==> src/verilog/router_cfg.svh <==
`ifndef ROUTER_CFG_SVH
`define ROUTER_CFG_SVH

// Flit payload and header field widths
`define FLIT_DATA_W 32
`define LEN_W       12
`define COORD_W     4

// Router geometry
`define NUM_PORTS   5

// Input buffer depth, also the initial credit count of every output
`define BUF_DEPTH   4
`define CREDIT_W    3

`endif
==> src/verilog/portPkg.sv <==
`include "router_cfg.svh"

package portPkg;

  // Order doubles as the priority order out of the idle state
  typedef enum logic [2:0] {
    LOCAL = 3'd0,
    NORTH = 3'd1,
    EAST  = 3'd2,
    WEST  = 3'd3,
    SOUTH = 3'd4
  } portDir;

  // One bit per port, indexed by portDir
  typedef logic [`NUM_PORTS-1:0] portVec;

endpackage

==> src/verilog/flitPkg.sv <==
`include "router_cfg.svh"

package flitPkg;

  typedef enum logic [1:0] {
    IDLE = 2'd0,
    HEAD = 2'd1,
    BODY = 2'd2,
    TAIL = 2'd3
  } flitKind;

  // Header layout, destX in the top nibble
  typedef struct packed {
    logic [`COORD_W-1:0]                         destX;
    logic [`COORD_W-1:0]                         destY;
    logic [`LEN_W-1:0]                           pktLength;
    logic [`FLIT_DATA_W-2*`COORD_W-`LEN_W-1:0]   reserved;
  } headerFields;

  // Same 32 bits, read as header fields on a HEAD flit and as data otherwise
  typedef union packed {
    headerFields              hdr;
    logic [`FLIT_DATA_W-1:0]  data;
  } flitPayload;

  typedef struct packed {
    flitKind     kind;
    flitPayload  payload;
  } flit;

endpackage

==> src/verilog/flitLink.sv <==
`timescale 1ns/1ps
`include "router_cfg.svh"

// Head-of-buffer view of one input unit, seen by every output port
interface flitLink;

  flitPkg::flit        headFlit;
  logic                headValid;
  portPkg::portVec     routeReq;
  logic [`LEN_W-1:0]   pktLength;

  modport src (
    output headFlit, headValid, routeReq, pktLength
  );

  modport dst (
    input headFlit, headValid, routeReq, pktLength
  );

endinterface

==> src/verilog/routerTop.sv <==
`timescale 1ns/1ps
`include "router_cfg.svh"

module routerTop #(
  parameter int routerX = 1,
  parameter int routerY = 1
) (
  input  logic                                clk,
  input  logic                                rst,
  input  flitPkg::flit [`NUM_PORTS-1:0]       inFlit,
  input  logic [`NUM_PORTS-1:0]               inValid,
  output logic [`NUM_PORTS-1:0]               inCredit,
  output flitPkg::flit [`NUM_PORTS-1:0]       outFlit,
  output logic [`NUM_PORTS-1:0]               outValid,
  input  logic [`NUM_PORTS-1:0]               outCredit
);

  flitLink link [`NUM_PORTS] ();

  // popMat[o][i] is set when output o forwards a flit from input i
  portPkg::portVec popMat [`NUM_PORTS];
  portPkg::portVec popCol [`NUM_PORTS];

  genvar i, o;
  generate
    for (i = 0; i < `NUM_PORTS; i++)
    begin : genIn
      for (o = 0; o < `NUM_PORTS; o++)
      begin : genCol
        assign popCol[i][o] = popMat[o][i];
      end

      inputUnit #(
        .routerX (routerX),
        .routerY (routerY)
      ) uIn (
        .clk      (clk),
        .rst      (rst),
        .inFlit   (inFlit[i]),
        .inValid  (inValid[i]),
        .pop      (popCol[i]),
        .inCredit (inCredit[i]),
        .link     (link[i])
      );
    end

    for (o = 0; o < `NUM_PORTS; o++)
    begin : genOut
      outputPort uOut (
        .clk       (clk),
        .rst       (rst),
        .links     (link),
        .myPort    (portPkg::portDir'(o)),
        .outFlit   (outFlit[o]),
        .outValid  (outValid[o]),
        .outCredit (outCredit[o]),
        .pop       (popMat[o])
      );
    end
  endgenerate

endmodule

==> src/verilog/inputUnit.sv <==
`timescale 1ns/1ps
`include "router_cfg.svh"

module inputUnit #(
  parameter int routerX = 1,
  parameter int routerY = 1
) (
  input  logic             clk,
  input  logic             rst,
  input  flitPkg::flit     inFlit,
  input  logic             inValid,
  input  portPkg::portVec  pop,
  output logic             inCredit,
  flitLink.src             link
);

  localparam int PTR_W = $clog2(`BUF_DEPTH);
  localparam logic [`COORD_W-1:0] myX = `COORD_W'(routerX);
  localparam logic [`COORD_W-1:0] myY = `COORD_W'(routerY);

  flitPkg::flit          fifo [`BUF_DEPTH];
  logic [PTR_W-1:0]      wrPtr;
  logic [PTR_W-1:0]      rdPtr;
  logic [`CREDIT_W-1:0]  count;
  logic                  popNow;
  logic                  isHead;
  flitPkg::headerFields  hdr;
  logic [`LEN_W-1:0]     headLen;
  portPkg::portVec       xyRoute;
  logic                  routeValid;
  portPkg::portVec       heldRoute;
  logic [`LEN_W-1:0]     remaining;

  // ------------------------------------------------------------------------
  // Flit buffer, upstream credit keeps it from overflowing
  // ------------------------------------------------------------------------
  assign popNow = |pop;

  always_ff @(posedge clk)
  begin
    if (inValid)
      fifo[wrPtr] <= inFlit;
  end

  // Pointers wrap naturally, depth is a power of two
  always_ff @(posedge clk)
  begin
    if (rst)
    begin
      wrPtr    <= '0;
      rdPtr    <= '0;
      count    <= '0;
      inCredit <= 1'b0;
    end
    else
    begin
      if (inValid)
        wrPtr <= wrPtr + 1'b1;
      if (popNow)
        rdPtr <= rdPtr + 1'b1;
      count    <= count + `CREDIT_W'(inValid) - `CREDIT_W'(popNow);
      inCredit <= popNow;
    end
  end

  // ------------------------------------------------------------------------
  // XY route of the header at the head
  // ------------------------------------------------------------------------
  assign link.headFlit  = fifo[rdPtr];
  assign link.headValid = (count != '0);
  assign isHead  = link.headValid && (link.headFlit.kind == flitPkg::HEAD);
  assign hdr     = link.headFlit.payload.hdr;
  // Zero length is taken as a single-flit packet
  assign headLen = (hdr.pktLength == '0) ? `LEN_W'(1) : hdr.pktLength;

  always_comb
  begin
    xyRoute = '0;
    if (hdr.destX > myX)
      xyRoute[portPkg::EAST] = 1'b1;
    else if (hdr.destX < myX)
      xyRoute[portPkg::WEST] = 1'b1;
    else if (hdr.destY > myY)
      xyRoute[portPkg::NORTH] = 1'b1;
    else if (hdr.destY < myY)
      xyRoute[portPkg::SOUTH] = 1'b1;
    else
      xyRoute[portPkg::LOCAL] = 1'b1;
  end

  // Route is held from the header pop until the last flit leaves
  always_ff @(posedge clk)
  begin
    if (rst)
    begin
      routeValid <= 1'b0;
      heldRoute  <= '0;
      remaining  <= '0;
    end
    else if (popNow)
    begin
      if (routeValid)
      begin
        remaining <= remaining - 1'b1;
        if (remaining == `LEN_W'(1))
          routeValid <= 1'b0;
      end
      else if (isHead && headLen > `LEN_W'(1))
      begin
        routeValid <= 1'b1;
        heldRoute  <= xyRoute;
        remaining  <= headLen - 1'b1;
      end
    end
  end

  assign link.routeReq  = routeValid ? heldRoute : (isHead ? xyRoute : '0);
  assign link.pktLength = routeValid ? remaining : (isHead ? headLen : '0);

endmodule

==> src/verilog/outputPort.sv <==
`timescale 1ns/1ps
`include "router_cfg.svh"

module outputPort (
  input  logic             clk,
  input  logic             rst,
  flitLink.dst             links [`NUM_PORTS],
  input  portPkg::portDir  myPort,
  output flitPkg::flit     outFlit,
  output logic             outValid,
  input  logic             outCredit,
  output portPkg::portVec  pop
);

  flitPkg::flit          headArr [`NUM_PORTS];
  logic [`NUM_PORTS-1:0] validArr;
  portPkg::portVec       grant;
  flitPkg::flit          selFlit;
  logic                  selValid;
  logic                  moving;
  logic [`CREDIT_W-1:0]  credit;

  outputAllocator uAlloc (
    .clk    (clk),
    .rst    (rst),
    .links  (links),
    .myPort (myPort),
    .moving (moving),
    .grant  (grant)
  );

  genvar g;
  generate
    for (g = 0; g < `NUM_PORTS; g++)
    begin : genView
      assign headArr[g]  = links[g].headFlit;
      assign validArr[g] = links[g].headValid;
    end
  endgenerate

  // Crossbar column for this output
  always_comb
  begin
    selFlit  = '0;
    selValid = 1'b0;
    for (int i = 0; i < `NUM_PORTS; i++)
    begin
      if (grant[i])
      begin
        selFlit  = headArr[i];
        selValid = validArr[i];
      end
    end
  end

  // Granted head moves whenever downstream has room
  assign moving = selValid && (credit != '0);
  assign pop    = moving ? grant : '0;

  always_ff @(posedge clk)
  begin
    if (rst)
    begin
      credit   <= `CREDIT_W'(`BUF_DEPTH);
      outValid <= 1'b0;
    end
    else
    begin
      credit   <= credit - `CREDIT_W'(moving) + `CREDIT_W'(outCredit);
      outValid <= moving;
    end
  end

  always_ff @(posedge clk)
  begin
    if (moving)
      outFlit <= selFlit;
  end

endmodule

==> src/verilog/outputAllocator.sv <==
`timescale 1ns/1ps
`include "router_cfg.svh"

module outputAllocator (
  input  logic             clk,
  input  logic             rst,
  flitLink.dst             links [`NUM_PORTS],
  input  portPkg::portDir  myPort,
  input  logic             moving,
  output portPkg::portVec  grant
);

  localparam int N = `NUM_PORTS;

  // Bit 0 is idle, bit i+1 means input i holds this output
  logic [N:0]    state;
  logic [N:0]    nextState;
  logic [N-1:0]  req;
  logic [N-1:0]  cand;
  logic [N-1:0]  advance;
  logic [N-1:0]  leaseEnd;

  genvar g;
  generate
    for (g = 0; g < N; g++)
    begin : genLease
      assign req[g]     = links[g].routeReq[myPort];
      assign advance[g] = moving && state[g+1];
      // An input whose lease ends now only shows its old packet
      assign cand[g]    = req[g] && (links[g].pktLength != '0)
                          && !(state[g+1] && leaseEnd[g]);

      leaseCounter uLease (
        .clk       (clk),
        .rst       (rst),
        .headFlit  (links[g].headFlit),
        .headValid (links[g].headValid),
        .advance   (advance[g]),
        .leaseEnd  (leaseEnd[g])
      );
    end
  endgenerate

  // First requester in rotating order starting at start, idle if none
  function automatic logic [N:0] pickFrom(input logic [N-1:0] r, input int start);
    int          idx;
    logic [N:0]  s;
    s = (N+1)'(1);
    for (int k = N - 1; k >= 0; k--)
    begin
      idx = (start + k) % N;
      if (r[idx])
        s = (N+1)'(1) << (idx + 1);
    end
    return s;
  endfunction

  // ------------------------------------------------------------------------
  // Grant FSM
  // ------------------------------------------------------------------------
  always_comb
  begin
    nextState = pickFrom(cand, 0);
    if (!state[0])
    begin
      for (int i = 0; i < N; i++)
      begin
        if (state[i+1])
        begin
          if (req[i] && !leaseEnd[i])
            nextState = state;
          else
            nextState = pickFrom(cand, (i + 1) % N);
        end
      end
    end
  end

  always_ff @(posedge clk)
  begin
    if (rst)
      state <= (N+1)'(1);
    else
      state <= nextState;
  end

  assign grant = state[N:1];

endmodule

==> src/verilog/leaseCounter.sv <==
`timescale 1ns/1ps
`include "router_cfg.svh"

module leaseCounter (
  input  logic          clk,
  input  logic          rst,
  input  flitPkg::flit  headFlit,
  input  logic          headValid,
  input  logic          advance,
  output logic          leaseEnd
);

  logic               headSeen;
  logic [`LEN_W-1:0]  lenReg;
  logic [`LEN_W-1:0]  lenEff;
  logic [`LEN_W-1:0]  count;

  assign headSeen = headValid && (headFlit.kind == flitPkg::HEAD);

  // While the header is still at the head its own length applies
  assign lenEff   = headSeen ? headFlit.payload.hdr.pktLength : lenReg;
  assign leaseEnd = advance && (({1'b0, count} + 1'b1) >= {1'b0, lenEff});

  always_ff @(posedge clk)
  begin
    if (rst)
    begin
      lenReg <= '0;
      count  <= '0;
    end
    else
    begin
      if (headSeen)
        lenReg <= headFlit.payload.hdr.pktLength;
      if (leaseEnd)
        count <= '0;
      else if (advance)
        count <= count + 1'b1;
    end
  end

endmodule

==> config.mk <==
export PLATFORM = sky130hd
export DESIGN_NAME = routerTop
export DESIGN_NICKNAME = d
export VERILOG_FILES = /design/src/verilog/portPkg.sv /design/src/verilog/flitPkg.sv /design/src/verilog/flitLink.sv /design/src/verilog/routerTop.sv /design/src/verilog/inputUnit.sv /design/src/verilog/outputPort.sv /design/src/verilog/outputAllocator.sv /design/src/verilog/leaseCounter.sv
export VERILOG_INCLUDE_DIRS = /design/src /design/src/verilog
export SDC_FILE = /design/constraint.sdc
export NUM_CORES = 2
export LEC_CHECK = 0
export ABC_CLOCK_PERIOD_IN_PS = 5800
export BUFFER_PORTS_ARGS = -buffer_cell sky130_fd_sc_hd__buf_4
export CAP_MARGIN = 20
export CORE_MARGIN = 3
export CORE_UTILIZATION = 45
export DETAILED_ROUTE_END_ITERATION = 6
export PLACE_DENSITY_LB_ADDON = 0.1
export SETUP_SLACK_MARGIN = 0.5
export SYNTH_ARGS = -nofsm -noshare
export SYNTH_HDL_FRONTEND = slang
export SYNTH_SLANG_ARGS = --single-unit
export TNS_END_PERCENT = 50
==> constraint.sdc <==
create_clock -name clk -period 5.8 [get_ports clk]
set_input_delay 0.58 -clock clk [delete_from_list [all_inputs] [get_ports clk]]
set_output_delay 0.58 -clock clk [all_outputs]
set_load 0.02 [all_outputs]
=== After elaboration in Yosys (flattened, before gate mapping) ===
Memory sizes are Yosys's and may differ from the RTL's. A register that Yosys moved wholly into a read port is not among the register bits.
Cells that the tools add are included.

* Output and inout bits: 180
* Input bits: 182
* Register bits: 950
* Word-level logic and storage cells: 990
* Memories kept: 5
* Bits in writable memories: 680

* Muxes and demuxes: 385
* Add/sub/neg operators: 90
* Magnitude comparators: 50
* Bitwise gates (word level): 5
* Reduce and logical (&&, ||, !) cells: 295
* Equal/unequal tests: 30

{| class="wikitable"
|+ Memories
! memory !! words !! bits a word !! read ports !! clocked after memory_dff !! wr ports !! line !! source
|-
| genIn[0].uIn.fifo || 4 || 34 || 1 || 1 || 1 || inputUnit.sv:21 || <nowiki>flitPkg::flit fifo [`BUF_DEPTH];</nowiki>
|-
| genIn[1].uIn.fifo || 4 || 34 || 1 || 1 || 1 || inputUnit.sv:21 ||
|-
| genIn[2].uIn.fifo || 4 || 34 || 1 || 1 || 1 || inputUnit.sv:21 ||
|-
| genIn[3].uIn.fifo || 4 || 34 || 1 || 1 || 1 || inputUnit.sv:21 ||
|-
| genIn[4].uIn.fifo || 4 || 34 || 1 || 1 || 1 || inputUnit.sv:21 ||
|}

{| class="wikitable"
|+ Operators by type and width
! cell !! number
|-
| $mux W6 || 160
|-
| $mux W34 || 25
|-
| $mux W12 || 50
|-
| $add A12 B1 Y13 const B || 25
|-
| $ge A13 B12 Y1 || 25
|-
| $add A12 B1 Y12 const B || 25
|-
| $logic_and A1 B1 Y1 || 165
|-
| $sub A12 B1 Y12 const B || 10
|-
| $mux W5 || 20
|-
| $mux W1 || 90
|-
| $eq A12 B1 Y1 const B || 5
|-
| $gt A12 B1 Y1 const B || 5
|-
| $logic_not A12 Y1 || 5
|-
| $mux W2 || 30
|-
| $reduce_bool A12 Y1 || 5
|-
| $logic_not A1 Y1 || 50
|-
| $reduce_or A2 Y1 || 25
|-
| $gt A4 B1 Y1 const B || 10
|-
| $lt A4 B1 Y1 const B || 10
|-
| $add A3 B1 Y3 || 10
|-
| $ne A6 B6 Y1 const B || 5
|-
| $reduce_and A3 Y1 || 10
|-
| $reduce_bool A3 Y1 || 10
|-
| $sub A3 B1 Y3 || 10
|-
| 12 further kinds || 70
|}

=== Longest topological paths before layout ===
* Word-level depth: 24
* Gate-level depth with buffers: 20
* Gate-level depth less buffers: 17

=== Modules after synthesis ===
From an unflattened synthesis, not the netlist that was laid out.

* Cells, all modules: 8,415
* Area, all modules: 90,748.3 um^2

{| class="wikitable"
|+ By module, submodules not included
! module !! seq. area each (um^2) !! cells an instance !! area each (um^2) !! times used
|-
| inputUnit (genIn[0].uIn ...) || 4,644.5 || 453 || 6,985.4 || 4
|-
| leaseCounter (genOut[0].uOut.uAlloc.genLease[0].uLease ...) || 480.5 || 154 || 1,482.7 || 15
|-
| outputPort || 1,101.1 || 302 || 2,631.3 || 5
|-
| leaseCounter (genOut[2].uOut.uAlloc.genLease[1].uLease ...) || 480.5 || 151 || 1,463.9 || 8
|-
| inputUnit (genIn[1].uIn) || 4,644.5 || 445 || 6,998.0 || 1
|-
| outputAllocator || 120.1 || 158 || 1,133.6 || 5
|-
| leaseCounter (genOut[2].uOut.uAlloc.genLease[0].uLease) || 480.5 || 174 || 1,566.5 || 1
|-
| leaseCounter (genOut[4].uOut.uAlloc.genLease[4].uLease) || 480.5 || 164 || 1,458.9 || 1
|-
| routerTop || 0.0 || 2 || 7.5 || 1
|}

=== Worst setup path after synthesis ===
Ideal clock, no wire load.

* Path kind: reg2reg
* Start point: register genOut[3].uOut.uAlloc.state[1]
* End point: register genIn[0].uIn.count[2]
* Data required time: 5.672 ns
* Arrival time: 5.215 ns
* Stages on the path, launching flop included: 18
* Setup slack: 0.457 ns
* Setup time: 0.128 ns
* Path through: dfxtp_1 -> nor2b_1 -> clkbuf_1 -> a221oi_1 -> nor4b_2 -> and2_1 -> clkbuf_1 -> or4_1 -> buf_2 -> buf_6 -> ha_1 -> inv_1 -> ha_1 -> inv_1 -> fa_1 -> xor2_1 -> xnor2_1 -> nor2_1

* Longest elaborated chain between the ends: 9

{| class="wikitable"
|+ RTL lines
! what !! line !! source
|-
| from (decl) || outputAllocator.sv:16 || <nowiki>logic [N:0] state;</nowiki>
|-
| from (signal assigned) || outputAllocator.sv:82 || <nowiki>state <= (N+1)'(1);</nowiki>
|-
| from (signal assigned) || outputAllocator.sv:84 || <nowiki>state <= nextState;</nowiki>
|-
| $mux W1 (5 in a row) || outputPort.sv:48 || <nowiki>if (grant[i])</nowiki>
|-
| $logic_and A1 B1 Y1 || outputPort.sv:57 || <nowiki>assign moving = selValid && (credit != '0);</nowiki>
|-
| named net genOut[3].uOut.moving || outputPort.sv:20 || <nowiki>logic moving;</nowiki>
|-
| $mux W5 || outputPort.sv:58 || <nowiki>assign pop = moving ? grant : '0;</nowiki>
|-
| $reduce_or A5 Y1 || inputUnit.sv:37 || <nowiki>assign popNow = |pop;</nowiki>
|-
| named net genIn[0].uIn.popNow || inputUnit.sv:25 || <nowiki>logic popNow;</nowiki>
|-
| $sub A3 B1 Y3 || inputUnit.sv:61 || <nowiki>count <= count + `CREDIT_W'(inValid) - `CREDIT_W'(popNow);</nowiki>
|-
| to (signal assigned) || inputUnit.sv:61 ||
|-
| to (decl) || inputUnit.sv:24 || <nowiki>logic [`CREDIT_W-1:0] count;</nowiki>
|}

The timed path passes the listed nets, and every way through them passes these cells.
A chain may end at the register's enable or synchronous reset.

=== Worst setup path in the final report ===
* Start point: register genIn[2].uIn.count[1]
* End point: register genOut[4].uOut.uAlloc.state[2]

* Longest elaborated chain between the ends: 21
* Elaborated cells between the ends (all ways): 84
* Classes of those cells: 1 x order compare; 3 x eq/ne; 39 x mux; 41 x reduce/logical

{| class="wikitable"
|+ RTL lines
! what !! line !! source
|-
| from (decl) || inputUnit.sv:24 ||
|-
| from (signal assigned) || inputUnit.sv:61 ||
|-
| $reduce_bool A3 Y1 (*) || inputUnit.sv:70 || <nowiki>assign link.headValid = (count != '0);</nowiki>
|-
| branches (longest 20 deep; another with $ge A13 B12 Y1) || - ||
|-
| to (signal assigned) || outputAllocator.sv:82 ||
|-
| to (signal assigned) || outputAllocator.sv:84 ||
|-
| to (decl) || outputAllocator.sv:16 ||
|}

Mark *: on every way between the ends. The select of a mux whose other input is x is not followed.

==> impl_metrics.json <==
{
  "outcome": "finished with violations",
  "violations": "design-rule violations",
  "hold_viol": 0,
  "skew_ns": 0.0749,
  "globalRouteOverflowTotal": 0,
  "p_per_area_nw_per_um2": 293,
  "grt_pass1_vias": 59900,
  "routed_wl_um": 273000,
  "total_power_mw": 27.2,
  "max_cap_viol_count": 0,
  "drcViolationCount": 1,
  "pin_count": 362,
  "initial_core_util_pct": 45.6,
  "numPortBuffers": 361,
  "endpoint_kind": "flop",
  "die_h_um": 427,
  "dieArea_um2": 182000,
  "antenna_found_initial": 25,
  "rows": 153,
  "power.leakage_nw": 34.2,
  "synth_largest_area_cell": "edfxtp_1",
  "ir_worst_vdd_mv": 0.253,
  "grt_pass1_wl_um": 397000,
  "clk_latency_ns": 0.85,
  "fmax_mhz": 197,
  "clockBufferDepth": 3,
  "arrival_ns": 5.76,
  "cp_data_required_time_ns": 6.49,
  "ys_seq_area_share_pct": 51.8,
  "cp-start-kind": "flop",
  "dr.pass1.iters": 7,
  "relSlewSlack_pct": 22.7,
  "nNetsFinal": 8582,
  "cts_tree": "done",
  "synth_nets": 8140,
  "drive_above_1_share_pct": 13.5,
  "grt_use_total_pct": 29.5,
  "slew_viol_final": 0,
  "ys_seq_elements": 1640,
  "synth_ff_type": "edfxtp_1",
  "clk_pin_slew_ns": 0.06,
  "worst_pin_slew_ns": 1.16,
  "synthCells": 7563,
  "synthTopCellsByCount": "1035 x nor2_1, 850 x edfxtp_1, 790 x dfxtp_1",
  "htreeDepth": 4,
  "die_w_um": 427,
  "cp_top_family": "compound AO/OA/AOI/OAI gates",
  "synth_area_leaders": "edfxtp_1 32%, dfxtp_1 20%, ha_1 6.0%",
  "drt_iter0_drc": 6191,
  "ant_nets": 0,
  "post-route-period-util_pct": 87.4,
  "vias_per_cell": 5.93,
  "cpPeakStageDelay_ns": 0.68,
  "yosys.area.top_type_share_pct": 32.0,
  "dp_hpwl_um": 190000,
  "synth_warnings": 0,
  "synthDistinctLibCells": 99,
  "worstPathMaxFanout": 81,
  "avgRoutedWirePerCell_um": 26.0,
  "cpMaxStageDelayCell": "nor2b_1",
  "syn2layout_area_growth_pct": 16.6,
  "path_buf_inv": 1,
  "clock-root-buffer": "clkbuf_16",
  "place.gp.congestion": 0.929,
  "crit_path_cell_trace": "or3_1 -> o211ai_1 -> buf_12 -> nor2b_1 -> a21oi_1 -> ha_1 -> a21o_1 -> a21o_1 -> a31o_2 -> a21oi_1 -> o21ai_0 -> nor2_1 -> nor4b_1 -> o31ai_1 -> a211oi_1",
  "synth_area_um2": 79800,
  "cts_sinks": 1640,
  "syn_avg_cell_area_um2": 10.5,
  "cts_made_buffers": 179,
  "tns_ns": 0,
  "core_um2": 175000,
  "num_vias": 62200,
  "hp-class": "in2reg",
  "async_reset_ff_share_pct": 0,
  "postCtsSetupRepairBufs": 0,
  "path_class": "reg2reg",
  "rsz0062_at_grt": "true",
  "grt_max_degree": 182,
  "setup_violations": 0,
  "synth_edf_count": 850,
  "yosys.cell_count.top_type": "nor2_1",
  "fin_crit_ns": 5.07,
  "fill_cells": 15400
}
==> power breakdown <==
| group | total [mW] | switching (mW) | internal, mW |
|---|---|---|---|
| Sequential | 12.8 | 0.129 | 12.6 |
| Clock | 11.8 | 4.93 | 6.83 |
| Combinational | 2.71 | 1.82 | 0.888 |
==> cell type report <==
type | instances | area, um2 | share of cell area, %
clock inverter | 92 | 1150 | 1.24
inverter | 124 | 467 | 0.502
sequential | 1640 | 41400 | 44.5
timing repair buffer | 689 | 5710 | 6.14
antenna | 21 | 52.6 | 0.0565
multi-input combinational | 5371 | 36400 | 39.1
clock buffer | 238 | 4940 | 5.31
tap | 2325 | 2910 | 3.13
==> sequential cells by signal, summed over array words and instances (netlist names), named ones only <==
name and flops:
genIn.uIn.rdPtr 10, genIn.uIn.inCredit 5, genOut.uOut.uAlloc.state 30, genOut.uOut.uAlloc.genLease.uLease.count 300, genIn.uIn.routeValid 5, genIn.uIn.fifo 680
genOut.uOut.uAlloc.genLease.uLease.lenReg 300, genOut.uOut.credit 15, genIn.uIn.heldRoute 25, genIn.uIn.remaining 60, genOut.uOut.outValid 5, genOut.uOut.outFlit 170
genIn.uIn.wrPtr 10, genIn.uIn.count 15
==> logic make-up (layout without fill, tap and decap cells) <==
logic type / count (synthesis) / count (layout) / synth area share, %
AND/OR/NAND/NOR: 2535 / 2535 / 14.5
AO/OA/AOI/OAI: 1688 / 1688 / 13.4
flip-flops: 1640 / 1640 / 51.8
XOR/XNOR: 561 / 561 / 6.16
buffers and inverters: 552 / 1143 / 2.75
adder cells (fa/ha/maj): 395 / 395 / 6.29
multiplexers: 192 / 192 / 4.99
other: 0 / 21 / 0
==> layout by cell type (no fill, tap or decap), types with 65 or more instances in the layout <==
cell type,instances
nor2_1,1034
edfxtp_1,850
dfxtp_1,768
a21oi_1,612
nand2_1,605
buf_4,506
ha_1,385
xor2_1,299
o21ai_0,268
xnor2_1,262
a22oi_1,204
clkbuf_16,179
nand3_1,172
dlygate4sd3_1,172
mux4_2,164
nor3_1,142
inv_1,113
a31oi_1,98
a221oi_1,95
a211oi_1,74
or3_1,68
and2_1,67
nor2b_1,67
and3_1,65
==> path summary, 6_finish.rpt <==
| check | from | end | slack (ns) | depth (start not counted) |
|---|---|---|---|---|
| worst min-delay path | outCredit[1] | genOut[1].uOut.credit[0] | 0.09 | 3 |
| worst max register to register | genIn[2].uIn.count[1] | genOut[4].uOut.uAlloc.state[2] | 0.73 | 15 |
| worst min register to register | genIn[0].uIn.heldRoute[0] | genIn[0].uIn.heldRoute[0] | 0.46 | 2 |
| worst max-delay path | genIn[2].uIn.count[1] | genOut[4].uOut.uAlloc.state[2] | 0.73 | 15 |
==> metal layers <==
layer | part of all wire, % | GRT usage, % | routed length [um] | up-vias
li1 | - | - | - | 28500
met5 | 0.029 | 0 | 79 | -
met4 | 7.1 | 18.1 | 19500 | 14
met2 | 45 | 46.0 | 122000 | 2713
met1 | 40 | 37.8 | 109000 | 30300
met3 | 7.8 | 5.85 | 21200 | 713
==> worst reg2reg max path, delay by kind of cell (launching register included) <==
kind | cells | cell delay, ns
flip-flops | 1 | 0.40
AND/OR/NAND/NOR | 4 | 1.97
AO/OA/AOI/OAI | 9 | 1.95
buffers and inverters | 1 | 0.26
adder cells (fa/ha/maj) | 1 | 0.36
==> per-stage QoR <==
step	cells	util, %	cell area [um2]	setup WS, ns	hold slack [ns]
after floorplan	7563	-	79800	0.857	0.436
after global placement	9974	48.6	85100	0.877	0.440
after detailed placement	9974	48.6	85100	0.804	0.448
after CTS	10500	53.1	92900	0.780	0.0310
after global routing	10500	53.1	93000	0.495	0.0578
final	10500	53.1	93000	0.728	0.0915
==> what timing repair did <==
action / 4_1_cts / 5_1_grt
resized for setup: 0 / 5
hold buffers: 172 / 0
endpoints found under the hold margin: 683 / 0
endpoints found under the setup margin: 0 / 14
Power figures use the tool's default switching activity.
